## src/csr_params.svh

```systemverilog
`ifndef CSR_PARAMS_SVH
`define CSR_PARAMS_SVH

// architectural data width
`define CSR_XLEN 32

// core clock in Hz
`define CSR_CLOCK_FREQ 10_000_000

`define CSR_CLOCKS_PER_US (`CSR_CLOCK_FREQ / 1_000_000)

// width of the cycle counter inside one microsecond
`define CSR_US_CNT_W ($clog2(`CSR_CLOCKS_PER_US))

`endif

```

## src/csr_pkg.sv

```systemverilog
`include "csr_params.svh"

package csr_pkg;

typedef logic [`CSR_XLEN-1:0] arch_width_t;
typedef logic [31:0] inst_t;
typedef logic [2*`CSR_XLEN-1:0] csr_dword_t; // 64-bit counters

// supported CSR addresses
typedef enum logic [11:0] {
    csr_tohost    = 12'h51E,
    csr_mscratch  = 12'h340,
    csr_mcycle    = 12'hB00,
    csr_mcycleh   = 12'hB80,
    csr_minstret  = 12'hB02,
    csr_minstreth = 12'hB82,
    csr_time      = 12'hC01,
    csr_timeh     = 12'hC81
} csr_addr_t;

// follows funct3[1:0] of the Zicsr encoding
typedef enum logic [1:0] {
    csr_op_rw = 2'b01,
    csr_op_rs = 2'b10,
    csr_op_rc = 2'b11
} csr_op_t;

typedef struct packed {
    logic    en; // SYSTEM instruction
    logic    re;
    logic    we;
    logic    ui; // zero-extended immediate as source
    csr_op_t op;
} csr_ctrl_t;

// host side handshake
typedef enum logic [1:0] {
    port_idle = 2'd0,
    port_busy = 2'd1,
    port_done = 2'd2
} port_state_t;

endpackage

```

## src/csr_exec_if.sv

```systemverilog
`timescale 1ns/1ps

// one decoded instruction, decode to execute
interface csr_exec_if;

logic                 valid; // single cycle
csr_pkg::csr_ctrl_t   ctrl;
csr_pkg::csr_addr_t   addr;
csr_pkg::arch_width_t src;   // rs1 or zimm, already selected
logic                 illegal;

modport decode (
    output valid,
    output ctrl,
    output addr,
    output src,
    output illegal
);

modport exec (
    input valid,
    input ctrl,
    input addr,
    input src,
    input illegal
);

endinterface

```

## src/csr_decode.sv

```systemverilog
`timescale 1ns/1ps

module csr_decode (
    input  logic                 clk,
    input  logic                 rst,
    input  logic                 issue,
    input  csr_pkg::inst_t       issue_inst,
    input  csr_pkg::arch_width_t issue_rs1,
    csr_exec_if.decode           exec
);

logic [6:0] opcode;
logic [4:0] rd;
logic [2:0] funct3;
logic [4:0] rs1; // also zimm
logic [11:0] raw_addr;
logic is_system;
logic f3_ok;
logic addr_ok;
logic time_wr;
logic dec_illegal;
csr_pkg::csr_ctrl_t ctrl;
csr_pkg::arch_width_t src;

assign opcode = issue_inst[6:0];
assign rd = issue_inst[11:7];
assign funct3 = issue_inst[14:12];
assign rs1 = issue_inst[19:15];
assign raw_addr = issue_inst[31:20];

assign is_system = (opcode == 7'b1110011);
assign f3_ok = (funct3[1:0] != 2'b00); // 0 and 4 are not Zicsr

always_comb begin
    ctrl.en = is_system;
    ctrl.ui = funct3[2];
    case (funct3[1:0])
        2'b10: ctrl.op = csr_pkg::csr_op_rs;
        2'b11: ctrl.op = csr_pkg::csr_op_rc;
        default: ctrl.op = csr_pkg::csr_op_rw;
    endcase
    if (ctrl.op == csr_pkg::csr_op_rw) begin
        ctrl.re = (rd != 5'd0); // no read side effect for rd x0
        ctrl.we = 1'b1;
    end else begin
        ctrl.re = 1'b1;
        ctrl.we = (rs1 != 5'd0); // set/clear with zero is read only
    end
end

always_comb begin
    case (raw_addr)
        csr_pkg::csr_tohost,
        csr_pkg::csr_mscratch,
        csr_pkg::csr_mcycle,
        csr_pkg::csr_mcycleh,
        csr_pkg::csr_minstret,
        csr_pkg::csr_minstreth,
        csr_pkg::csr_time,
        csr_pkg::csr_timeh: addr_ok = 1'b1;
        default: addr_ok = 1'b0;
    endcase
end

// time is read only
assign time_wr = ctrl.we &&
    ((raw_addr == csr_pkg::csr_time) || (raw_addr == csr_pkg::csr_timeh));
assign dec_illegal = !is_system || !f3_ok || !addr_ok || time_wr;

assign src = ctrl.ui ? csr_pkg::arch_width_t'(rs1) : issue_rs1;

always_ff @(posedge clk) begin
    if (rst) begin
        exec.valid <= 1'b0;
    end else begin
        exec.valid <= issue;
    end
end

always_ff @(posedge clk) begin
    if (issue) begin
        exec.ctrl <= ctrl;
        exec.addr <= csr_pkg::csr_addr_t'(raw_addr);
        exec.src <= src;
        exec.illegal <= dec_illegal;
    end
end

endmodule

```

## src/csr_file.sv

```systemverilog
`timescale 1ns/1ps
`include "csr_params.svh"

module csr_file (
    input  logic                 clk,
    input  logic                 rst,
    csr_exec_if.exec             exec,
    output logic                 rsp_valid,
    output csr_pkg::arch_width_t rsp_data,
    output logic                 rsp_illegal,
    output csr_pkg::arch_width_t tohost
);

csr_pkg::arch_width_t mscratch;
csr_pkg::csr_dword_t mcycle;
csr_pkg::csr_dword_t minstret;
csr_pkg::csr_dword_t mtime;
csr_pkg::arch_width_t cur_val;
csr_pkg::arch_width_t rd_val;
csr_pkg::arch_width_t wr_data;
logic retire;
logic rd_en;
logic wr_en;
logic wr_mcycle_l;
logic wr_mcycle_h;
logic wr_minstret_l;
logic wr_minstret_h;
logic tick_us;
logic [`CSR_US_CNT_W-1:0] cnt_us;

// legal instruction retires here
assign retire = exec.valid && exec.ctrl.en && !exec.illegal;
assign rd_en = retire && exec.ctrl.re;
assign wr_en = retire && exec.ctrl.we;

always_comb begin
    case (exec.addr)
        csr_pkg::csr_tohost: cur_val = tohost;
        csr_pkg::csr_mscratch: cur_val = mscratch;
        csr_pkg::csr_mcycle: cur_val = mcycle[`CSR_XLEN-1:0];
        csr_pkg::csr_mcycleh: cur_val = mcycle[2*`CSR_XLEN-1:`CSR_XLEN];
        csr_pkg::csr_minstret: cur_val = minstret[`CSR_XLEN-1:0];
        csr_pkg::csr_minstreth: cur_val = minstret[2*`CSR_XLEN-1:`CSR_XLEN];
        csr_pkg::csr_time: cur_val = mtime[`CSR_XLEN-1:0];
        csr_pkg::csr_timeh: cur_val = mtime[2*`CSR_XLEN-1:`CSR_XLEN];
        default: cur_val = '0;
    endcase
end

assign rd_val = rd_en ? cur_val : '0; // zero for illegal or rd x0

// read-modify-write source
always_comb begin
    case (exec.ctrl.op)
        csr_pkg::csr_op_rs: wr_data = cur_val | exec.src;
        csr_pkg::csr_op_rc: wr_data = cur_val & ~exec.src;
        default: wr_data = exec.src;
    endcase
end

always_ff @(posedge clk) begin
    if (rst) begin
        tohost <= '0;
        mscratch <= '0;
    end else if (wr_en) begin
        case (exec.addr)
            csr_pkg::csr_tohost: tohost <= wr_data;
            csr_pkg::csr_mscratch: mscratch <= wr_data;
            default: ;
        endcase
    end
end

assign wr_mcycle_l = wr_en && (exec.addr == csr_pkg::csr_mcycle);
assign wr_mcycle_h = wr_en && (exec.addr == csr_pkg::csr_mcycleh);
assign wr_minstret_l = wr_en && (exec.addr == csr_pkg::csr_minstret);
assign wr_minstret_h = wr_en && (exec.addr == csr_pkg::csr_minstreth);

// free running, paused for the write cycle
always_ff @(posedge clk) begin
    if (rst) begin
        mcycle <= '0;
    end else if (wr_mcycle_l) begin
        mcycle[`CSR_XLEN-1:0] <= wr_data;
    end else if (wr_mcycle_h) begin
        mcycle[2*`CSR_XLEN-1:`CSR_XLEN] <= wr_data;
    end else begin
        mcycle <= mcycle + csr_pkg::csr_dword_t'(1);
    end
end

always_ff @(posedge clk) begin
    if (rst) begin
        minstret <= '0;
    end else if (wr_minstret_l) begin
        minstret[`CSR_XLEN-1:0] <= wr_data;
    end else if (wr_minstret_h) begin
        minstret[2*`CSR_XLEN-1:`CSR_XLEN] <= wr_data;
    end else begin
        minstret <= minstret + csr_pkg::csr_dword_t'(retire);
    end
end

// microsecond divider
always_ff @(posedge clk) begin
    if (rst) begin
        cnt_us <= '0;
        tick_us <= 1'b0;
    end else begin
        tick_us <= (cnt_us == `CSR_US_CNT_W'(`CSR_CLOCKS_PER_US - 1));
        if (cnt_us == `CSR_US_CNT_W'(`CSR_CLOCKS_PER_US - 1)) begin
            cnt_us <= '0;
        end else begin
            cnt_us <= cnt_us + 1'b1;
        end
    end
end

always_ff @(posedge clk) begin
    if (rst) begin
        mtime <= '0;
    end else begin
        mtime <= mtime + csr_pkg::csr_dword_t'(tick_us);
    end
end

always_ff @(posedge clk) begin
    if (rst) begin
        rsp_valid <= 1'b0;
    end else begin
        rsp_valid <= exec.valid;
    end
end

// illegal travels on from decode unchanged
always_ff @(posedge clk) begin
    if (exec.valid) begin
        rsp_data <= rd_val;
        rsp_illegal <= exec.illegal;
    end
end

endmodule

```

## src/csr_host_port.sv

```systemverilog
`timescale 1ns/1ps

module csr_host_port (
    input  logic                 clk,
    input  logic                 rst,
    input  logic                 req,
    input  csr_pkg::inst_t       inst,
    input  csr_pkg::arch_width_t rs1_data,
    input  logic                 rsp_valid,
    input  csr_pkg::arch_width_t rsp_data,
    input  logic                 rsp_illegal,
    output logic                 ack,
    output csr_pkg::arch_width_t rdata,
    output logic                 illegal,
    output logic                 issue,
    output csr_pkg::inst_t       issue_inst,
    output csr_pkg::arch_width_t issue_rs1
);

csr_pkg::port_state_t state;
logic accept;
logic rsp_take;

assign accept = (state == csr_pkg::port_idle) && req;
assign rsp_take = (state == csr_pkg::port_busy) && rsp_valid;

// handshake fsm
always_ff @(posedge clk) begin
    if (rst) begin
        state <= csr_pkg::port_idle;
        issue <= 1'b0;
    end else begin
        issue <= accept; // one pulse per request
        case (state)
            csr_pkg::port_idle: begin
                if (req) begin
                    state <= csr_pkg::port_busy;
                end
            end
            csr_pkg::port_busy: begin
                if (rsp_valid) begin
                    state <= csr_pkg::port_done;
                end
            end
            csr_pkg::port_done: begin
                if (!req) begin
                    state <= csr_pkg::port_idle;
                end
            end
            default: state <= csr_pkg::port_idle;
        endcase
    end
end

always_ff @(posedge clk) begin
    if (accept) begin
        issue_inst <= inst;
        issue_rs1 <= rs1_data;
    end
end

// response held until the next request
always_ff @(posedge clk) begin
    if (rsp_take) begin
        rdata <= rsp_data;
        illegal <= rsp_illegal;
    end
end

assign ack = (state == csr_pkg::port_done);

endmodule

```

## src/csr_unit_top.sv

```systemverilog
`timescale 1ns/1ps

module csr_unit_top (
    input  logic                 clk,
    input  logic                 rst,
    input  logic                 req,
    input  csr_pkg::inst_t       inst,
    input  csr_pkg::arch_width_t rs1_data,
    output logic                 ack,
    output csr_pkg::arch_width_t rdata,
    output logic                 illegal,
    output csr_pkg::arch_width_t tohost
);

logic issue;
csr_pkg::inst_t issue_inst;
csr_pkg::arch_width_t issue_rs1;
logic rsp_valid;
csr_pkg::arch_width_t rsp_data;
logic rsp_illegal;

csr_exec_if exec_bus ();

csr_host_port i_port (
    .clk         (clk),
    .rst         (rst),
    .req         (req),
    .inst        (inst),
    .rs1_data    (rs1_data),
    .rsp_valid   (rsp_valid),
    .rsp_data    (rsp_data),
    .rsp_illegal (rsp_illegal),
    .ack         (ack),
    .rdata       (rdata),
    .illegal     (illegal),
    .issue       (issue),
    .issue_inst  (issue_inst),
    .issue_rs1   (issue_rs1)
);

csr_decode i_decode (
    .clk        (clk),
    .rst        (rst),
    .issue      (issue),
    .issue_inst (issue_inst),
    .issue_rs1  (issue_rs1),
    .exec       (exec_bus.decode)
);

csr_file i_file (
    .clk         (clk),
    .rst         (rst),
    .exec        (exec_bus.exec),
    .rsp_valid   (rsp_valid),
    .rsp_data    (rsp_data),
    .rsp_illegal (rsp_illegal),
    .tohost      (tohost)
);

endmodule

```

## config.mk

```make
export PLATFORM = sky130hd
export DESIGN_NAME = csr_unit_top
export DESIGN_NICKNAME = d
export VERILOG_FILES = /design/src/csr_pkg.sv /design/src/csr_exec_if.sv /design/src/csr_decode.sv /design/src/csr_file.sv /design/src/csr_host_port.sv /design/src/csr_unit_top.sv
export VERILOG_INCLUDE_DIRS = /design/src
export SDC_FILE = /design/constraint.sdc
export NUM_CORES = 1
export LEC_CHECK = 0
export CORE_MARGIN = 1
export CORE_UTILIZATION = 40
export DETAILED_ROUTE_END_ITERATION = 12
export DONT_BUFFER_PORTS = 1
export GPL_TIMING_DRIVEN = 0
export SYNTH_ARGS = -nofsm -noshare
export SYNTH_HDL_FRONTEND = slang
export SYNTH_HIERARCHICAL = 1
export SYNTH_SLANG_ARGS = --single-unit
```

## constraint.sdc

```tcl
create_clock -name clk -period 3.3 [get_ports clk]
set_clock_uncertainty 0.05 [all_clocks]
set_input_delay 0.495 -clock clk [delete_from_list [all_inputs] [get_ports clk]]
set_output_delay 0.495 -clock clk [all_outputs]
set_load 0.03 [all_outputs]
```

# ---- Yosys cells after proc, flatten, opt, wreduce, memory -nomap -nowiden
# Cells that the tools add are included.
dict set report word_totals {
  output_inout_bits 66
  regBits 446
}
dict set report classes {
  n_bitwise 3
  eq_ne 30
  reduce_logical 28
  n_addsub 4
  n_mux 16
}
# cell count
set ops {}
lappend ops {{one-hot mux 32 bit (8 select lines)} 1}
lappend ops {{2-to-1 mux 32 bit} 6}
lappend ops {{equality test 12 bit, second input constant} 12}
lappend ops {{adder 64 x 1 -> 64 bit} 2}
lappend ops {{adder 64 x 1 -> 64 bit, second input constant} 1}
lappend ops {{one-hot mux 32 bit (2 select lines)} 1}
lappend ops {{bitwise AND 32 bit} 1}
lappend ops {{inverter 32 bit} 1}
lappend ops {{OR 32 bit} 1}
lappend ops {{equality test 12 x 10 -> 1 bit, second input constant} 2}
lappend ops {{equality test 12 x 11 -> 1 bit, second input constant} 2}
lappend ops {{logical AND 1 bit} 11}
lappend ops {{equality test 2 bit, second input constant} 5}
lappend ops {{nonzero test 5 bit} 2}
lappend ops {{OR reduction 8 bit} 1}
lappend ops {{equality test 7 bit, second input constant} 1}
lappend ops {{2-to-1 mux 2 bit} 3}
lappend ops {{!= test 2 x 1 -> 1 bit, second input constant} 3}
lappend ops {{one-hot mux 2 bit (3 select lines)} 1}
lappend ops {{2-to-1 mux 5 bit} 1}
lappend ops {{adder 4 x 1 -> 4 bit, second input constant} 1}
lappend ops {{equality test 2 x 1 -> 1 bit, second input constant} 2}
lappend ops {{equality test 4 bit, second input constant} 1}
lappend ops {{logical NOT 1 bit} 4}
lappend ops {{9 further kinds} 15}

# ---- Depth between registers and ports, before layout
dict set report logic_depth {
  ltp_word 6
  ltp_mapped 11
}

# ---- Hierarchy
# Netlist, hierarchy kept.
# mod area_per_inst_um2 instances cells_per_inst seq_area_each_um2
set by_module_without_submodules {}
lappend by_module_without_submodules {csr_file 16982.5 1 2036 6236.0}
lappend by_module_without_submodules {csr_host_port 3046.7 1 109 2972.9}
lappend by_module_without_submodules {csr_decode 1951.9 1 115 1551.5}

# ---- Worst setup path before layout
# Ideal clock, no wire load.
dict set report synth_path {
  kind {in2reg}
  startpoint {in req}
  endpoint {reg i_port.issue_inst[0], enable pin}
  path_buffers 0
  path_stages 1
  path_slack_ns -0.207
  arrival_time_ns 2.981
  path_cell_list {nor3b_2}
}
dict set report synth_between {
  elab_chain_cells 1
}
# element line
set synth_rtl {}
lappend synth_rtl {{start, declared} csr_unit_top.sv:6} ;# input logic req,
lappend synth_rtl {{logical AND 1 bit} csr_host_port.sv:24} ;# assign accept = (state == csr_pkg::port_idle) && req;
lappend synth_rtl {{end signal, assigned} csr_host_port.sv:57} ;# issue_inst <= inst;
lappend synth_rtl {{end, declared} csr_host_port.sv:16} ;# output csr_pkg::inst_t issue_inst,
# No other way between the ends.
# A chain may end at the register's enable or synchronous reset.

# ---- Final worst setup path
dict set report layout_path {
  startpoint {reg i_decode.exec.addr[7]}
  endpoint {reg i_file.mcycle[58]}
}
dict set report layout_between {
  elab_chain_cells 5
  elab_cells_between_ends 15
  cone_classes {8 x eq/ne; 3 x mux; 2 x bitwise; 2 x reduce/logical}
}
# element line
set layout_rtl {}
lappend layout_rtl {{start, declared} csr_exec_if.sv:15} ;# output addr,
lappend layout_rtl {{start signal, assigned} csr_decode.sv:83} ;# exec.addr <= csr_pkg::csr_addr_t'(raw_addr);
lappend layout_rtl {{equality test 12 bit (tied with other cells)} csr_file.sv:37} ;# case (exec.addr)
lappend layout_rtl {{one-hot mux 32 bit (8 select lines)} csr_file.sv:37}
lappend layout_rtl {{bitwise AND 32 bit or OR 32 bit (tied branches)} {csr_file.sv:56, csr_file.sv:55}}
lappend layout_rtl {{one-hot mux 32 bit (2 select lines)} csr_file.sv:54} ;# case (exec.ctrl.op)
lappend layout_rtl {{2-to-1 mux 32 bit} csr_file.sv:85} ;# end else if (wr_mcycle_h) begin
lappend layout_rtl {{end signal, assigned by index} csr_file.sv:84} ;# mcycle[`CSR_XLEN-1:0] <= wr_data;
lappend layout_rtl {{end signal, assigned by index} csr_file.sv:86} ;# mcycle[2*`CSR_XLEN-1:`CSR_XLEN] <= wr_data;
lappend layout_rtl {{end signal, assigned} csr_file.sv:88} ;# mcycle <= mcycle + csr_pkg::csr_dword_t'(1);
lappend layout_rtl {{end, declared} csr_file.sv:15} ;# csr_pkg::csr_dword_t mcycle;
# Several ways; a longest one is shown, not always the timed one.

==> run_results.csv <==
group,metric,value,unit
status,outcome,"complete, but fails checks",
status,violations,"max-capacitance violations, max-slew violations, negative setup slack",
sta,fin_ws,-0.0359,ns
power_and_ir_drop,ir_drop,0.428,mV
sta,fin_crit_sh,1.01,
clocking,clk_pin_slew,0.06,ns
power_and_ir_drop,p_leak,8.57,nW
finish,syn_to_final_growth,21.2,%
finish,multiInputGateArea,11000,um^2
clocking,cts.path.max_buffers,3,
routing,ant_nets,0,
finish,fillers,5036,
sta,tightest_slew,1.54,ns
worst_setup_path,cp.arrival,3.75,ns
yosys,synthCells,2259,
finish,stdcell_count,3185,
sta,setup_tns,-0.140,ns
clocking,cts.sinks,446,
worst_setup_path,crit_end,"i_file/mcycle[58]$_SDFFE_PP0N_",
finish,antenna_cells,0,
floorplanning,core-area,54000,um^2
global_routing,grt-ovfl-total,0,
placed_design,detailed_place_hpwl,77200,um
min_path,worstHoldPathType,"primary input to flip-flop",
clocking,cts_root_buf,"clkbuf_16",
finish,final_common_cell,"dfxtp_1",
worst_setup_path,critical-path-top-delay-family,"buffers and inverters",
sta,min_period,3.34,ns
worst_setup_path,path_common_cell,"buf_4",
global_routing,gr-usage-all-layers,0.374,
routing,via_per_inst,6.77,
clocking,cts_tree,"yes",
routing,post-route-drc-count,0,
worst_setup_path,crit_path_cell_trace,"buf_4 -> buf_6 -> buf_4 -> mux2i_1 -> o221ai_1 -> a221oi_2 -> o31a_2 -> buf_12 -> a221oi_1",
yosys,synth_area,22000,um^2
sta,setup_violations,7,
worst_setup_path,max_stage_delay,0.56,ns
placed_design,dp.cells,2966,
sta,hold_viol_final,0,
worst_setup_path,reg2reg_to,"i_file/mcycle[58]$_SDFFE_PP0N_",
placed_design,io_buffers,0,
clocking,clk_latency,0.64,ns
finish,layout-drive-gt1-share,0.143,
yosys,yosys_warnings,6,
global_routing,grt_pass1_vias,19900,
worst_setup_path,cp_num_buf_inv,4,
clocking,cts_buffers,51,
routing,drt_iter0_markers,3450,
routing,wl_per_cell,33.6,um
worst_setup_path,reg2reg_slack,-0.04,ns
routing,firstDrtPassIters,6,
global_routing,grt_pass1_wl,149000,um
floorplanning,ios,133,
power_and_ir_drop,internal-power,0.00951,W
routing,wl,107000,um
floorplanning,num_rows,85,
yosys,postSynthAreaPerCell,9.72,um^2
power_and_ir_drop,p_clk_frac,0.475,
power_and_ir_drop,powerDensity,472,nW/um^2
sta,drv_slew,11,
power_and_ir_drop,p_comb_frac,0.053,
global_routing,antenna_found_initial,4,
worst_setup_path,cp.depth,9,
floorplanning,die_y,236,um
worst_setup_path,r2r_start,"i_decode/exec.addr[7]$_DFFE_PP_",
sta,max_slew_margin,-0.0247,
power_and_ir_drop,seqPwrFrac,0.472,
power_and_ir_drop,swShare,0.242,
floorplanning,initial_utilization,0.406,
finish,regArea,10700,um^2
sta,max_freq,300,MHz
clocking,cts-htree-levels,2,
floorplanning,dieArea,55800,um^2
worst_setup_path,critPathKind,"flip-flop to flip-flop",
flow_run,max_cap_viol_count,1,
worst_setup_path,crit_path_start,"i_decode/exec.addr[7]$_DFFE_PP_",
finish,final_cell_mix,"dfxtp_1 (264), nor2_1 (181), edfxtp_1 (180)",
worst_setup_path,worst_path_max_delay_cell,"mux2i_1",
sta,rsz0062_at_grt,"true",
worst_setup_path,worst-path-max-fanout,10,
routing,dr_total_vias,21600,
worst_setup_path,crit_path_start_kind,"flip-flop",
sta,timing.hold.ws,0.113,ns
power_and_ir_drop,power_switching,0.00303,W
floorplanning,die_x,236,um
worst_setup_path,reg2reg_depth,9,
worst_setup_path,required,3.71,ns
placed_design,place_congestion,1.07,
global_routing,grt_start_max_net_pins,42,
power_and_ir_drop,power,0.0125,W
worst_setup_path,critPathCaptureType,"flip-flop",
finish,fin_nets,2522,
yosys,syn_nets,2333,
power groups by stage:
stage | sequential, W | clock, W | combinational [W]
6_report | 0.00593 | 0.00596 | 0.000661
5_1_grt | 0.00593 | 0.00624 | 0.000662
4_1_cts | 0.00592 | 0.00601 | 0.000611
3_5_place_dp | 0.00604 | 0 | 0.000498
3_3_place_gp | 0.00605 | 0 | 0.000463
2_1_floorplan | 0.00602 | 0 | 0.000246
how the worst min path moves through the flow:
stage | from | end | cells past startpoint
after floorplan | i_file/rsp_illegal$_DFFE_PP_ | i_port/illegal$_DFFE_PP_ | 0
after global placement | i_file/rsp_illegal$_DFFE_PP_ | i_port/illegal$_DFFE_PP_ | 0
after detailed placement | i_file/rsp_data[17]$_SDFFCE_PN0P_ | i_port/rdata[17]$_DFFE_PP_ | 0
after CTS | req | i_port/state[1]$_SDFFE_PP0P_ | 2
after global routing | req | i_port/state[1]$_SDFFE_PP0P_ | 2
final | req | i_port/state[1]$_SDFFE_PP0P_ | 2
cell type report:
class,instances,share of cell area
multi-input cells,1625,0.414
flip-flops and latches,446,0.404
clock buffers,70,0.0541
repair buffers,140,0.0523
well taps,696,0.0327
plain buffers,158,0.0274
clock inverters,24,0.0119
inverters,26,0.00367
repair_timing:
action                                 in CTS  in global routing
setup buffers                              52                 11
pin swaps                                  27                  5
gates resized for setup                    98                 48
setup endpoints to repair                 197                141
hold buffers                               66                  0
endpoints found under the hold margin      68                  0
state kept, by name (all words and copies together) (netlist names), 2 cells and up:
register	count
i_file/mscratch	32
i_decode/exec.addr	12
i_file/rsp_data	32
i_decode/exec.src	32
i_file/mcycle	64
i_file/tohost	32
i_port/state	2
i_decode/exec.ctrl	5
i_port/rdata	32
i_port/issue_inst	32
i_port/issue_rs1	32
i_file/mtime	64
i_file/minstret	64
i_file/cnt_us	4
metrics by stage:
step | area [um^2] | setup slack [ns] | utilization
floorplan | 22000 | 0.305 | -
global placement | 22800 | -1.67 | 0.423
detailed placement | 23000 | -1.20 | 0.426
CTS | 26400 | 0.000206 | 0.488
global route | 26600 | -0.00540 | 0.492
finish | 26600 | -0.0359 | 0.492
metal layers:
layer	routed length, um	GRT usage	part of all wire	vias to the layer above
met5	26	0	0.00024	-
met4	8410	0.241	0.079	4
met3	13600	0.124	0.13	382
met2	43100	0.527	0.40	1554
met1	41800	0.490	0.39	10500
li1	-	-	-	9106
Note: power is estimated with default switching activity, not from simulation.
